**config.mk**
```make
export PLATFORM = sky130hd
export DESIGN_NAME = exec_unit
export DESIGN_NICKNAME = d
export VERILOG_FILES = /design/src/source/issue_pkg.sv /design/src/source/exec_unit.sv
export SDC_FILE = /design/constraint.sdc
export NUM_CORES = 1
export LEC_CHECK = 0
export BUFFER_PORTS_ARGS = -buffer_cell sky130_fd_sc_hd__buf_2
export CORE_MARGIN = 2
export CORE_UTILIZATION = 60
export DETAILED_ROUTE_END_ITERATION = 7
export PLACE_DENSITY = 0.79
export SLEW_MARGIN = 15
export SYNTH_ARGS = -nofsm -noshare
export SYNTH_HDL_FRONTEND = slang
export SYNTH_SLANG_ARGS = --single-unit
```
**constraint.sdc**
```tcl
create_clock -name clk_i -period 12.8 [get_ports clk_i]
set_clock_uncertainty 0.05 [all_clocks]
set_input_delay 1.28 -clock clk_i [delete_from_list [all_inputs] [get_ports clk_i]]
set_output_delay 1.28 -clock clk_i [all_outputs]
set_load 0.005 [all_outputs]
```
**src/source/issue_pkg.sv**
```systemverilog
`default_nettype none

package issue_pkg;

  localparam int WORD_SIZE    = 32;                  // datapath width
  localparam int NUM_PHYS_REG = 32;                  // physical register count
  localparam int TAG_W        = 5;                   // log2 of NUM_PHYS_REG
  localparam int ISSUE_ENTRY  = 8;                   // issue table depth
  localparam int NUM_FU       = 2;                   // units, one cdb lane each

  localparam int FU_W  = $clog2(NUM_FU);             // unit select width
  localparam int IDX_W = $clog2(ISSUE_ENTRY);        // entry index width
  localparam int CNT_W = IDX_W + 1;                  // occupancy, counts up to full

  localparam int FU_ALU = 0;                         // lane 0
  localparam int FU_MUL = 1;                         // lane 1

  localparam int ALU_LATENCY = 1;
  localparam int MUL_LATENCY = 3;

  localparam int OP_W = 3;

  localparam logic [OP_W-1:0] OP_ADD = 3'd0;
  localparam logic [OP_W-1:0] OP_SUB = 3'd1;         // wraps
  localparam logic [OP_W-1:0] OP_AND = 3'd2;
  localparam logic [OP_W-1:0] OP_OR  = 3'd3;
  localparam logic [OP_W-1:0] OP_XOR = 3'd4;
  localparam logic [OP_W-1:0] OP_MUL = 3'd5;         // low word kept

  // second source word, either a full immediate or a register tag in the low bits
  typedef union packed {
    logic [WORD_SIZE-1:0] imm;                       // immediate view
    struct packed {
      logic [WORD_SIZE-TAG_W-1:0] unused;            // ignored when a tag
      logic [TAG_W-1:0]           tag;               // source register tag
    } tv;                                            // tag view
  } src2_u;

endpackage

`default_nettype wire

```
**src/source/exec_unit.sv**
```systemverilog
`default_nettype none

module exec_unit #(
    parameter int LATENCY = 1                        // cycles from issue to cdb, min 1
) (
    input  logic                            clk_i
  , input  logic                            reset_i
  , input  logic                            issue_v_i
  , input  logic [issue_pkg::OP_W-1:0]      op_i
  , input  logic [issue_pkg::TAG_W-1:0]     dest_i
  , input  logic [issue_pkg::WORD_SIZE-1:0] a_i
  , input  logic [issue_pkg::WORD_SIZE-1:0] b_i
  , output logic                            cdb_v_o
  , output logic [issue_pkg::TAG_W-1:0]     cdb_tag_o
  , output logic [issue_pkg::WORD_SIZE-1:0] cdb_data_o
);

  logic [issue_pkg::WORD_SIZE-1:0]              result;
  logic                                         op_legal;

  logic [LATENCY-1:0]                           v_q;      // stage valids
  logic [LATENCY-1:0][issue_pkg::TAG_W-1:0]     tag_q;
  logic [LATENCY-1:0][issue_pkg::WORD_SIZE-1:0] data_q;

  always_comb begin : compute
    op_legal = 1'b1;
    case (op_i)
      issue_pkg::OP_ADD: result = a_i + b_i;
      issue_pkg::OP_SUB: result = a_i - b_i;         // mod 2^32
      issue_pkg::OP_AND: result = a_i & b_i;
      issue_pkg::OP_OR:  result = a_i | b_i;
      issue_pkg::OP_XOR: result = a_i ^ b_i;
      issue_pkg::OP_MUL: result = a_i * b_i;         // low 32 bits only
      default: begin
        result   = '0;
        op_legal = 1'b0;                             // also catches x opcodes
      end
    endcase
  end

  // valid pipe, new work every cycle
  always_ff @(posedge clk_i) begin : valid_pipe
    if (reset_i) begin
      v_q <= '0;
    end else begin
      v_q[0] <= issue_v_i;
      for (int s = 1; s < LATENCY; s++) begin
        v_q[s] <= v_q[s-1];
      end
    end
  end

  always_ff @(posedge clk_i) begin : data_pipe
    tag_q[0]  <= dest_i;
    data_q[0] <= result;
    for (int s = 1; s < LATENCY; s++) begin
      tag_q[s]  <= tag_q[s-1];
      data_q[s] <= data_q[s-1];
    end
  end

  assign cdb_v_o    = v_q[LATENCY-1];                // last stage drives the lane
  assign cdb_tag_o  = tag_q[LATENCY-1];
  assign cdb_data_o = data_q[LATENCY-1];

  // table must only hand over entries captured with a real opcode
  a_op_known : assert property (@(posedge clk_i) disable iff (reset_i)
    issue_v_i |-> op_legal);

endmodule

`default_nettype wire

```
==> reports/qor.yml, run 1 <==
post-route-min-period_ns: 9.25
final_cell_area_mm2: 0.0210
ys.flop_type: "dfxtp_1"
hp-class: "primary input to flip-flop"
die_w_um: 187
start_util_pct: 61.2
path_class: "primary input to flip-flop"
synth.top_cell.area_share_pct: 40.9
dp_hpwl_um: 57200
slowest_delay_ns: 0.82
area_growth_pct: 4.74
cts_tree: "yes"
fin_setup_tns_ns: 0
core_area_mm2: 0.0327
numCtsBuffers: 5
ys_seq_area_share_pct: 3.80
yosys_warnings: 0
vias: 17700
crit_top_cell: "fa_1"
wl_per_cell_um: 25.4
worst_pin_slew_ns: 1.17
setup.worst_path.start: "a_i[6]"
critPathCaptureType: "flip-flop"
worstSetupStartpointType: "primary input"
cp_data_arrival_time_ns: 9.39
register_area_um2: 761
ctsHoldBuffers: 0
final_antenna_net_count: 0
crit_slowest_cell: "clkinv_1"
wirelength_um: 72700
worst-path-stages: 27
synth_edf_count: 0
outcome: "complete, but fails checks"
die-height_um: 187
htree_levels: 2
fmax_mhz: 108
relSlewSlack_pct: 22.0
drt_iter0_markers: 2090
drc: 1
gp_congestion: 1.06
crit_path_end: "cdb_data_o[31]"
hold_viol: 0
clockRootBuffer: "clkbuf_16"
cts_setup_buffers: 0
crit_buf_inv: 8
synth_seq_cells: 38
final_nets: 3122
syn_nets: 3092
grt_pass1_vias: 18700
maxCapViolCount: 0
synth-async-reset-ratio_pct: 0
finalSetupViolCount: 0
die_area_mm2: 0.0348
slew_violations: 0
drive_above_1_share_pct: 6.78
avgViaCountPerCell: 6.18
syn_inst: 2389
grt_overflow: 0
synth.distinct_cells: 76
n_fill_cell: 2941
crit_fanout: 17
synth_area_leaders: "fa_1 (41%), ha_1 (14%), inv_1 (8.1%)"
multi_input_area_mm2: 0.0171
syn_avg_cell_area_um2: 8.38
required_ns: 12.94
placed_area_mm2: 0.0208
port_buffers: 112
min_path_cells: 1
first_pass_iters: 8
rows: 66
grt_use_total_pct: 42.9
yosys.area.top_type: "fa_1"
grt_setup_unrepaired: "false"
cts.sinks: 38
io_pins: 113
netlist_area_mm2: 0.0200
antenna_found_initial: 2
cts_resized: 0
cts.path.max_buffers: 2
post-route-period-util_pct: 72.2
crit_family: "adder cells"
clkTransAtPathRegs_ns: 0.07
violations: "design-rule violations"
grt_pass1_wl_um: 111000
grt_start_max_net_pins: 61
==> registers in the layout, indices dropped and copies added (netlist names) <==
register,flops
cdb_tag_o,5
cdb_data_o,32
cdb_v_o,1
==> cells in the mapped netlist (3+ instances only) <==
library cell and n:
inv_1 430, fa_1 409, nor2_1 372, nand2_1 260
ha_1 219, xnor2_1 102, a21oi_1 69, clkbuf_1 60
o21ai_0 57, dfxtp_1 38, buf_2 28, nor3_1 28
xor2_1 23, a211oi_1 19, a21o_1 18, buf_1 16
o21a_1 15, nor2b_1 14, clkinv_1 13, nand2b_1 13
mux2i_1 12, nand3_1 12, or3_1 11, a31oi_1 10
a222oi_1 9, and3_1 9, o22ai_1 9, nand4_1 8
a221oi_1 7, inv_2 7, buf_4 6, o31ai_1 6
nor4_1 5, o211ai_1 5, o21ai_1 5, o221ai_1 5
a22oi_1 4, or2_2 4, a2111oi_0 3, a221o_1 3
nor3b_1 3, o311ai_1 3
==> area by class of cell <==
cell class	instances	share of cell area (%)
Antenna cell	2	0.0239
Clock buffer	6	0.662
Multi-Input combinational cell	1789	81.4
Tap cell	442	2.64
Inverter	450	8.06
Timing Repair Buffer	135	3.50
Clock inverter	2	0.0597
Sequential cell	38	3.63
==> worst min-delay path by stage <==
stage	startpoint	end	slack, ns
2_1_floorplan	dest_i[0]	cdb_tag_o[0]	1.26
4_1_cts	dest_i[1]	cdb_tag_o[1]	1.02
3_5_place_dp	dest_i[1]	cdb_tag_o[1]	1.33
3_3_place_gp	dest_i[4]	cdb_tag_o[4]	1.33
5_1_grt	dest_i[3]	cdb_tag_o[3]	1.02
6_report	dest_i[1]	cdb_tag_o[1]	1.02
==> kinds of logic after synthesis <==
kind of cell | count (synthesis) | synth area share [%]
AO/OA/AOI/OAI | 272 | 8.96
XOR/XNOR | 127 | 5.66
adder cells (fa/ha/maj) | 628 | 54.6
buffers and inverters | 562 | 10.9
flip-flops | 38 | 3.80
multiplexers | 13 | 0.656
AND/OR/NAND/NOR | 749 | 15.4
==> stage by stage <==
stage,instances,hold WS [ns],worst slack (ns),util [%]
after global routing,2862,1.02,3.44,64.1
final,2864,1.02,3.55,64.1
after global placement,2854,1.33,3.58,63.6
after CTS,2862,1.02,3.63,64.1
after floorplan,2389,1.26,4.33,-
after detailed placement,2854,1.33,3.32,63.6
==> routing by layer <==
layer / up-vias / wire (µm) / global-route usage [%]
met4: 2 / 5080 / 23.4
met2: 1276 / 31500 / 65.4
met3: 323 / 9790 / 12.2
met1: 8673 / 26400 / 55.4
li1: 7429 / - / -
met5: - / 12 / 0
==> placed cells by master, fill, tap and decap left out, types with 4 or more instances in the layout <==
cell and n:
a22oi_1 4, o21ai_1 5, a222oi_1 9, o31ai_1 6
o221ai_1 5, nand2_1 260, o22ai_1 9, o21ai_0 57
nand2b_1 13, clkinv_1 13, dfxtp_1 38, o211ai_1 5
nor2_1 371, nor2b_1 14, or3_1 11, a211oi_1 19
a221oi_1 7, nor3_1 28, clkbuf_16 5, a21oi_1 69
nor4_1 5, fa_1 409, or2_2 4, and3_1 9
buf_2 112, nand4_1 8, a21o_1 18, inv_1 430
ha_1 219, buf_4 23, nand3_1 12, a31oi_1 10
inv_2 7, xor2_1 23, mux2i_1 12, o21a_1 15
xnor2_1 102
Power of run 1 is not shown: default switching activity piles up to over one toggle a cycle in this logic, so the estimate is an artifact.
==> run 2: changes to the inputs <==
- CORE_UTILIZATION: 60 -> 59
- PLACE_DENSITY: 0.79 -> 0.81
- clock period: 12.8 -> 8.15 ns (I/O delays scaled with it)
==> reports/qor.yml, run 2 (same netlist as run 1, synthesis figures left out) <==
min_from: "dest_i[1]"  # unchanged
grt_pass1_vias: 19800  # was 18,700
die-height_um: 188  # was 187 µm
avgViaCountPerCell: 6.12  # was 6.18
hold_viol: 0  # unchanged
wl_per_cell_um: 27.2  # was 25.4 µm
rows: 67  # was 66
first_pass_iters: 6  # was 8
antenna_found_initial: 3  # was 2
grt_overflow: 0  # unchanged
core_area_mm2: 0.0334  # was 0.0327 mm²
drive_above_1_share_pct: 12.1  # was 6.78%
clkTransAtPathRegs_ns: 0.06  # was 0.07 ns
slew_violations: 0  # unchanged
critPathCaptureType: "flip-flop"  # unchanged
grt_start_max_net_pins: 60  # was 61
clockRootBuffer: "clkbuf_16"  # unchanged
post-route-min-period_ns: 8.00
crit_slowest_cell: "fa_1"  # was clkinv_1
cts.path.max_buffers: 2  # unchanged
largest_reg_flops: 32  # unchanged
ctsHoldBuffers: 0  # unchanged
required_ns: 8.25  # was 12.94 ns
area_growth_pct: 10.6  # was 4.74%
cts.sinks: 38  # unchanged
crit_buf_inv: 7  # was 8
layout_commonest_cell: "inv_1"  # unchanged
setup.worst_path.start: "b_i[2]"  # was a_i[6]
crit_family: "adder cells"  # unchanged
gp_congestion: 1.12  # was 1.06
layout_setup_ws_ns: 0.155  # was 3.55 ns
final_util_pct: 66.2  # was 64.1%
cts_resized: 0  # unchanged
cp_data_arrival_time_ns: 8.09  # was 9.39 ns
hp-class: "primary input to flip-flop"  # unchanged
placed_cells: 3004  # was 2,854
worstSetupStartpointType: "primary input"  # unchanged
drc: 0  # was 1
outcome: "complete, no violations"  # was complete, but fails checks
cts_setup_buffers: 0  # unchanged
grt_use_total_pct: 47.5  # was 42.9%
relSlewSlack_pct: 31.4  # was 22.0%
numCtsBuffers: 5  # unchanged
cts_tree: "yes"  # unchanged
post-route-period-util_pct: 98.1
slowest_delay_ns: 0.56  # was 0.82 ns
fmax_mhz: 125
finalSetupViolCount: 0  # unchanged
path_class: "primary input to flip-flop"  # unchanged
grt_setup_unrepaired: "false"  # unchanged
crit_fanout: 6  # was 17
worst_pin_slew_ns: 1.03  # was 1.17 ns
grt_pass1_wl_um: 122000  # was 111,000 µm
final_nets: 3266  # was 3,122
htree_levels: 2  # unchanged
wirelength_um: 82000  # was 72,700 µm
die_w_um: 188  # was 187 µm
final_cell_mix: "inv_1 (429), fa_1 (409), nor2_1 (371), nand2_1 (260), ha_1 (219)"  # was inv_1 (430), fa_1 (409), nor2_1 (371), nand2_1 (260), ha_1 (219)
crit_top_cell: "fa_1"  # unchanged
whs_endpoint: "cdb_tag_o[1]"  # unchanged
maxCapViolCount: 0  # unchanged
place_ws_ns: -0.137  # was 3.32 ns
fin_cells: 3015  # was 2,864
die_area_mm2: 0.0354  # was 0.0348 mm²
min_path_cells: 1  # unchanged
dp_hpwl_um: 68400  # was 57,200 µm
start_util_pct: 59.8  # was 61.2%
drt_iter0_markers: 2157  # was 2,090
io_pins: 113  # unchanged
vias: 18500  # was 17,700
port_buffers: 112  # unchanged
final_antenna_net_count: 0  # unchanged
[run 2: per-stage QoR]
stage	hold WS [ns]	TNS, ns	area, µm²
4_1_cts	0.556	0	22100
2_1_floorplan	0.793	0	20000
6_report	0.561	0	22100
5_1_grt	0.557	0	22100
3_5_place_dp	0.870	-0.203	21900
3_3_place_gp	0.869	-0.194	21900
[run 2: area by class of cell]
type,count,area [µm²]
diodes,4,10.0
clock buffers,6,139
clock inverters,1,30.0
fillers,2829,11300
inverters,450,1690
multi-input cells,1789,17100
flip-flops and latches,38,761
well taps,448,561
repair buffers,279,1850
[run 2: how the worst max path moves through the flow]
stage / to / cells past startpoint / slack [ns]
2_1_floorplan: cdb_data_o[31] / 27 / 0.15
6_report: cdb_data_o[28] / 26 / 0.15
3_5_place_dp: cdb_data_o[30] / 26 / -0.14
3_3_place_gp: cdb_data_o[30] / 26 / -0.14
5_1_grt: cdb_data_o[28] / 26 / 0.01
4_1_cts: cdb_data_o[30] / 26 / 0.17
[run 2: metal layers]
layer | global-route usage, % | vias up | routed length [µm]
met4 | 30.2 | 2 | 6810
met5 | 1.37 | - | 69
met1 | 61.0 | 9056 | 30200
met2 | 70.4 | 1350 | 34000
met3 | 14.0 | 338 | 10900
li1 | - | 7716 | -
Power of run 2 is left out for the same reason.
