### src/source/issue_pkg.sv
`default_nettype none

package issue_pkg;

  localparam int WORD_SIZE    = 32;                  // datapath width
  localparam int NUM_PHYS_REG = 32;                  // physical register count
  localparam int TAG_W        = 5;                   // log2 of NUM_PHYS_REG
  localparam int ISSUE_ENTRY  = 8;                   // issue table depth
  localparam int NUM_FU       = 2;                   // units, one cdb lane each

  localparam int FU_W  = $clog2(NUM_FU);             // unit select width
  localparam int IDX_W = $clog2(ISSUE_ENTRY);        // entry index width
  localparam int CNT_W = IDX_W + 1;                  // occupancy, counts up to full

  localparam int FU_ALU = 0;                         // lane 0
  localparam int FU_MUL = 1;                         // lane 1

  localparam int ALU_LATENCY = 1;
  localparam int MUL_LATENCY = 3;

  localparam int OP_W = 3;

  localparam logic [OP_W-1:0] OP_ADD = 3'd0;
  localparam logic [OP_W-1:0] OP_SUB = 3'd1;         // wraps
  localparam logic [OP_W-1:0] OP_AND = 3'd2;
  localparam logic [OP_W-1:0] OP_OR  = 3'd3;
  localparam logic [OP_W-1:0] OP_XOR = 3'd4;
  localparam logic [OP_W-1:0] OP_MUL = 3'd5;         // low word kept

  // second source word, either a full immediate or a register tag in the low bits
  typedef union packed {
    logic [WORD_SIZE-1:0] imm;                       // immediate view
    struct packed {
      logic [WORD_SIZE-TAG_W-1:0] unused;            // ignored when a tag
      logic [TAG_W-1:0]           tag;               // source register tag
    } tv;                                            // tag view
  } src2_u;

endpackage

`default_nettype wire

### src/source/issue_table.sv
`default_nettype none

module issue_table (
    input  logic                                                  clk_i
  , input  logic                                                  reset_i
  // rename side
  , input  logic                                                  valid_i
  , input  logic [issue_pkg::OP_W-1:0]                            opcode_i
  , input  logic [issue_pkg::FU_W-1:0]                            fu_i
  , input  logic [issue_pkg::TAG_W-1:0]                           dest_i
  , input  logic [issue_pkg::TAG_W-1:0]                           src1_i
  , input  issue_pkg::src2_u                                      src2_i
  , input  logic                                                  src2_imm_i
  , output logic                                                  ready_o
  // register file read and allocation
  , output logic [issue_pkg::TAG_W-1:0]                           rd_tag1_o
  , output logic [issue_pkg::TAG_W-1:0]                           rd_tag2_o
  , input  logic [issue_pkg::WORD_SIZE-1:0]                       rd_data1_i
  , input  logic [issue_pkg::WORD_SIZE-1:0]                       rd_data2_i
  , input  logic                                                  rd_v1_i
  , input  logic                                                  rd_v2_i
  , output logic                                                  alloc_v_o
  , output logic [issue_pkg::TAG_W-1:0]                           alloc_tag_o
  // to the units
  , output logic [issue_pkg::NUM_FU-1:0]                          issue_v_o
  , output logic [issue_pkg::OP_W-1:0]                            issue_op_o
  , output logic [issue_pkg::TAG_W-1:0]                           issue_dest_o
  , output logic [issue_pkg::WORD_SIZE-1:0]                       issue_a_o
  , output logic [issue_pkg::WORD_SIZE-1:0]                       issue_b_o
  // cdb snoop
  , input  logic [issue_pkg::NUM_FU-1:0]                          cdb_v_i
  , input  logic [issue_pkg::NUM_FU-1:0][issue_pkg::TAG_W-1:0]    cdb_tag_i
  , input  logic [issue_pkg::NUM_FU-1:0][issue_pkg::WORD_SIZE-1:0] cdb_data_i
);

  localparam int N = issue_pkg::ISSUE_ENTRY;

  logic [N-1:0]                           ent_v;     // entry holds an instruction
  logic [N-1:0]                           ent_rdy1;  // src1 data present
  logic [N-1:0]                           ent_rdy2;  // src2 data present
  logic [N-1:0][issue_pkg::OP_W-1:0]      ent_op;
  logic [N-1:0][issue_pkg::FU_W-1:0]      ent_fu;
  logic [N-1:0][issue_pkg::TAG_W-1:0]     ent_dest;
  logic [N-1:0][issue_pkg::TAG_W-1:0]     ent_tag1;
  logic [N-1:0][issue_pkg::TAG_W-1:0]     ent_tag2;
  logic [N-1:0][issue_pkg::WORD_SIZE-1:0] ent_d1;
  logic [N-1:0][issue_pkg::WORD_SIZE-1:0] ent_d2;

  logic [N-1:0][issue_pkg::IDX_W-1:0]     ord;       // slot 0 is oldest
  logic [N-1:0][issue_pkg::IDX_W-1:0]     ord_n;
  logic [N-1:0]                           ord_rdy;   // ready, in age order

  logic [issue_pkg::CNT_W-1:0]            cnt;       // occupancy
  logic [issue_pkg::CNT_W-1:0]            cnt_left;  // after this cycle's issue
  logic [issue_pkg::CNT_W-1:0]            cnt_n;

  logic [issue_pkg::IDX_W-1:0]            sel_slot;  // order slot picked
  logic [issue_pkg::IDX_W-1:0]            chosen;    // entry picked
  logic [issue_pkg::IDX_W-1:0]            new_loc;   // lowest free entry
  logic                                   sel_v;
  logic                                   accept;

  logic [issue_pkg::WORD_SIZE-1:0]        new_d2;
  logic                                   new_rdy2;

  assign accept      = valid_i & ready_o;
  assign rd_tag1_o   = src1_i;
  assign rd_tag2_o   = src2_i.tv.tag;                // read even for imm, ignored then
  assign alloc_v_o   = accept;                       // dest goes not-ready
  assign alloc_tag_o = dest_i;

  always_comb begin : src2_capture
    if (src2_imm_i) begin
      new_d2   = src2_i.imm;                         // imm valid right away
      new_rdy2 = 1'b1;
    end else begin
      new_d2   = rd_data2_i;
      new_rdy2 = rd_v2_i;
    end
  end

  // scan downward so the oldest ready slot wins
  always_comb begin : select_oldest
    sel_v    = 1'b0;
    sel_slot = '0;
    for (int s = N - 1; s >= 0; s--) begin
      ord_rdy[s] = (issue_pkg::CNT_W'(s) < cnt) && ent_rdy1[ord[s]] && ent_rdy2[ord[s]];
      if (ord_rdy[s]) begin
        sel_v    = 1'b1;
        sel_slot = issue_pkg::IDX_W'(s);
      end
    end
  end

  assign chosen = ord[sel_slot];

  always_comb begin : free_slot
    new_loc = '0;
    for (int e = N - 1; e >= 0; e--) begin
      if (!ent_v[e]) new_loc = issue_pkg::IDX_W'(e); // lowest free wins
    end
  end

  always_comb begin : fu_route
    for (int k = 0; k < issue_pkg::NUM_FU; k++) begin
      issue_v_o[k] = sel_v && (ent_fu[chosen] == issue_pkg::FU_W'(k));
    end
  end

  assign issue_op_o   = ent_op[chosen];
  assign issue_dest_o = ent_dest[chosen];
  assign issue_a_o    = ent_d1[chosen];
  assign issue_b_o    = ent_d2[chosen];

  assign cnt_left = cnt - issue_pkg::CNT_W'(sel_v);
  assign cnt_n    = cnt_left + issue_pkg::CNT_W'(accept);

  always_comb begin : order_next
    for (int j = 0; j < N; j++) begin
      if (sel_v && (issue_pkg::IDX_W'(j) >= sel_slot)) begin
        ord_n[j] = ord[(j + 1) % N];                 // close the gap, top slot is dead
      end else begin
        ord_n[j] = ord[j];
      end
    end
    if (accept) begin
      ord_n[cnt_left[issue_pkg::IDX_W-1:0]] = new_loc; // youngest goes behind survivors
    end
  end

  always_ff @(posedge clk_i) begin : control_regs
    if (reset_i) begin
      ent_v   <= '0;
      ord     <= '0;
      cnt     <= '0;
      ready_o <= 1'b0;                               // stays low one cycle past reset
    end else begin
      ord     <= ord_n;
      cnt     <= cnt_n;
      ready_o <= (cnt_n < issue_pkg::CNT_W'(N));
      if (sel_v)  ent_v[chosen]  <= 1'b0;
      if (accept) ent_v[new_loc] <= 1'b1;            // never the chosen entry
    end
  end

  always_ff @(posedge clk_i) begin : payload_regs
    for (int e = 0; e < N; e++) begin
      for (int k = 0; k < issue_pkg::NUM_FU; k++) begin
        if (ent_v[e] && !ent_rdy1[e] && cdb_v_i[k] && (cdb_tag_i[k] == ent_tag1[e])) begin
          ent_d1[e]   <= cdb_data_i[k];              // wakeup src1
          ent_rdy1[e] <= 1'b1;
        end
        if (ent_v[e] && !ent_rdy2[e] && cdb_v_i[k] && (cdb_tag_i[k] == ent_tag2[e])) begin
          ent_d2[e]   <= cdb_data_i[k];              // wakeup src2
          ent_rdy2[e] <= 1'b1;
        end
      end
    end
    if (accept) begin
      ent_op[new_loc]   <= opcode_i;
      ent_fu[new_loc]   <= fu_i;
      ent_dest[new_loc] <= dest_i;
      ent_tag1[new_loc] <= src1_i;
      ent_tag2[new_loc] <= src2_i.tv.tag;
      ent_d1[new_loc]   <= rd_data1_i;               // regfile already forwards cdb
      ent_rdy1[new_loc] <= rd_v1_i;
      ent_d2[new_loc]   <= new_d2;
      ent_rdy2[new_loc] <= new_rdy2;
    end
  end

  // at most one unit gets the pick, and only from a live entry
  a_issue_onehot : assert property (@(posedge clk_i) disable iff (reset_i)
    $onehot0(issue_v_o) && ((issue_v_o == '0) || ent_v[chosen]));

  // valid bits must show a free entry whenever the renamer gets in
  a_no_full_accept : assert property (@(posedge clk_i) disable iff (reset_i)
    accept |-> !(&ent_v));

endmodule

`default_nettype wire

### config.mk
export PLATFORM = sky130hd
export DESIGN_NAME = issue_table
export DESIGN_NICKNAME = d
export VERILOG_FILES = /design/src/source/issue_pkg.sv /design/src/source/issue_table.sv
export SDC_FILE = /design/constraint.sdc
export NUM_CORES = 2
export LEC_CHECK = 0
export ABC_CLOCK_PERIOD_IN_PS = 6700
export BUFFER_PORTS_ARGS = -buffer_cell sky130_fd_sc_hd__clkbuf_2
export CAP_MARGIN = 25
export CORE_MARGIN = 3
export CORE_UTILIZATION = 56
export CTS_BUF_LIST = sky130_fd_sc_hd__clkbuf_2
export DETAILED_ROUTE_END_ITERATION = 10
export GPL_ROUTABILITY_DRIVEN = 0
export PLACE_DENSITY = 0.75
export SYNTH_ARGS = -nofsm -noshare
export SYNTH_HDL_FRONTEND = slang
export SYNTH_SLANG_ARGS = --single-unit
### constraint.sdc
create_clock -name clk_i -period 6.7 [get_ports clk_i]
set_input_delay 1.005 -clock clk_i [delete_from_list [all_inputs] [get_ports clk_i]]
set_output_delay 1.005 -clock clk_i [all_outputs]
set_load 0.1 [all_outputs]
==> metrics.md <==
| Metric | Value |
|---|---|
| Status | `finished clean` |
| Mapped Avg Cell Area | `7.96 um2` |
| Mapped Nets | `5316` |
| Syn. warnings | `0` |
| Max Cap Viol | `0` |
| Final hold violation count | `0` |
| Most frequent cells in the layout | `1405 x nand2_1, 801 x o21ai_0, 579 x mux2i_1` |
| CP max FO | `53` |
| Htree depth | `4` |
| Hold wc startpoint | `src2_i[14]` |
| All-layer global routing usage | `38.6%` |
| Layout area overhead | `12.3%` |
| Worst Reg-to-Reg Cells | `13` |
| Initial Utilization | `56.8%` |
| I/O pins | `283` |
| Fmax | `150 MHz` |
| Routed wire length | `153000 um` |
| Min Tclk post-route | `6670 ps` |
| Setup Skew | `111 ps` |
| Distinct cells, synth | `64` |
| Vias in the first global route | `37.6k` |
| DIE AREA | `0.0760 mm2` |
| Antenna viol nets, final | `0` |
| Post-layout util | `63.8%` |
| CTS tree | `built` |
| Worst r2r dst | `ord[9]` |
| Top_reg_cell synth | `dfxtp_1` |
| TritonCTS Sinks | `717` |
| Dpl ws | `858 ps` |
| Sequential area share after synthesis | `39.0%` |
| Max-slew violations | `0` |
| Post-Syn Area | `0.0408 mm2` |
| Startpoint Class | `register` |
| Vias | `40.6k` |
| Total grt overflow | `0` |
| Vias per Instance | `6.41` |
| Cells after Synth | `5120` |
| Min-Delay Path Class | `in -> reg` |
| Power per Cell Area | `473 mW/mm2` |
| Critical Path AT | `5670 ps` |
| Iter 0 DRT Violations | `5805` |
| DRC viols | `0` |
| Async S/R FF share, synth | `0%` |
| Pre-antenna DRT Iters | `9` |
| Initial antenna violation count | `6` |
| Die height | `276 um` |
| Routed length per placed instance | `24.2 um` |
| FP Rows | `98` |
| Most common cell after layout, fill and taps aside | `nand2_1` |
| Worst Hold Depth | `3` |
| Longest Clk Path Bufs | `3` |
| Req. time, crit path | `5690 ps` |
| CORE AREA | `0.0717 mm2` |
| CTS root buf | `clkbuf_2` |
| Reg clk slew, reported paths | `100 ps` |
| Hold endpoint | `ent_d2[78]` |
| Metal1 wirelength | `56300 um` |
| DR WL met2 | `66900 um` |
| Relative max-transition margin | `26.7%` |
| Layout net count | `5435` |
| CTS buffer count | `188` |
| Fillers | `6219` |
| Largest net degree at the start of global routing | `72` |
| Worst setup EP type | `output port` |
| Slew @ Worst Pin | `1070 ps` |
| Uppermost routed layer | `met4` |
| Clock Latency Late Sink | `1480 ps` |
| Period utilization | `99.6%` |
| Register bit count reported by yosys | `717` |
| Fin worst setup slack | `29.5 ps` |
| Setup TNS | `0 ps` |
| First-pass GRT wire length | `225000 um` |
| Layout cells sized above 1 | `15.4%` |
| CP Class | `reg -> out` |
| R2r setup slk | `2100 ps` |
| PortBufs | `282` |
| HPWL after detailed placement | `83200 um` |
| Final setup vio count | `0` |
| Peak supply drop | `1.36 mV` |
| Post-synth EDFFs | `152` |
| Leakage | `22.4 nW` |
| Horiz. Die Dim | `276 um` |
| R2R Path Start | `ent_rdy2[2]` |
| WL met3 | `19300 um` |
-- cells in the mapped netlist, types with 25 or more instances --
cell type,number,area share (%)
buf_2,38,0.47
clkbuf_1,387,3.6
dfxtp_1,565,28
xor2_1,33,0.71
nor2_1,44,0.41
nand2_1,1416,13
a211oi_1,25,0.46
nand4_1,36,0.55
mux2i_1,586,14
or4_1,103,1.9
buf_4,44,0.81
o211ai_1,256,4.7
buf_1,50,0.46
xnor2_1,132,2.8
o21ai_0,801,9.8
edfxtp_1,152,11
a21oi_1,297,3.6
-- how the worst max path moves through the flow --
| stage | to | cells after the start | start |
|---|---|---|---|
| detailed placement | issue_b_o[29] | 13 | ent_rdy2[7] |
| global placement | issue_b_o[25] | 12 | ord[16] |
| floorplan | issue_v_o[0] | 14 | cnt[3] |
| CTS | issue_b_o[0] | 14 | ent_rdy2[2] |
| finish | issue_a_o[3] | 14 | ent_rdy2[3] |
| global route | issue_a_o[3] | 15 | ent_rdy2[3] |
-- cell type report --
cell class / count / area (um2) / area share [%]
Timing Repair Buffer: 461 / 3910 / 8.54
Antenna cell: 10 / 25.0 / 0.0547
Inverter: 21 / 98.8 / 0.216
Sequential cell: 717 / 15900 / 34.7
Tap cell: 950 / 1190 / 2.60
Clock inverter: 38 / 279 / 0.610
Clock buffer: 284 / 1420 / 3.11
Multi-Input combinational cell: 3850 / 23000 / 50.2
-- repair_timing --
action                                  4_1_cts  5_1_grt
hold endpoints to repair                    484        0
gates resized for setup                     146       92
cloned                                        7        6
hold buffers                                 71        0
setup buffers                                18        8
endpoints found under the setup margin       74       74
pin swaps                                     6        6
-- cell families after synthesis --
logic type | share of synthesized area, %
compound gates | 19.8
mux | 15.2
flops | 39.0
buf+inv | 5.78
simple gates | 16.6
xor+xnor | 3.55
fa+ha+maj | 0.123
-- where the power goes --
part / internal, mW / leakage, nW / switching, mW / total (mW)
logic: 3.77 / 15.1 / 9.30 / 13.1
clock network: 1.31 / 1.32 / 1.90 / 3.21
registers: 4.98 / 5.99 / 0.387 / 5.37
-- routing by layer --
layer / up-vias / global-route usage, %
li1: 18203 / -
met1: 18706 / 48.8
met2: 2957 / 60.4
met3: 698 / 8.48
met4: 0 / 23.7
met5: - / 0
-- registers in the layout, indices dropped and copies added, names as in the netlist --
name	cells
ent_op	24
ent_d1	256
ord	24
cnt	4
ent_v	8
ready_o	1
ent_dest	40
ent_rdy1	8
ent_rdy2	8
ent_tag2	40
ent_tag1	40
ent_d2	256
ent_fu	8
-- per-stage QoR --
step,cells,instance area [um2],hold WS [ps],power [mW]
after global placement,5882,41800,521,16.0
after CTS,6307,45300,4.15,20.5
final,6331,45800,65.3,21.7
after global routing,6328,45800,79.8,22.3
after floorplan,5120,40800,481,13.5
after detailed placement,5889,42000,530,16.0
-- worst max-delay path, stage by stage (launching register included) --
cell and delay, ps:
dfxtp_1 420, nand2_1 160, mux4_2 530, mux2i_4 340
a221oi_2 160, a211oi_4 330, buf_6 190, mux2i_1 250
a21oi_2 120, buf_4 160, a32oi_4 230, buf_12 390
a21oi_1 120, or4_1 470, clkbuf_4 310
Power figures use the tool's default switching activity.
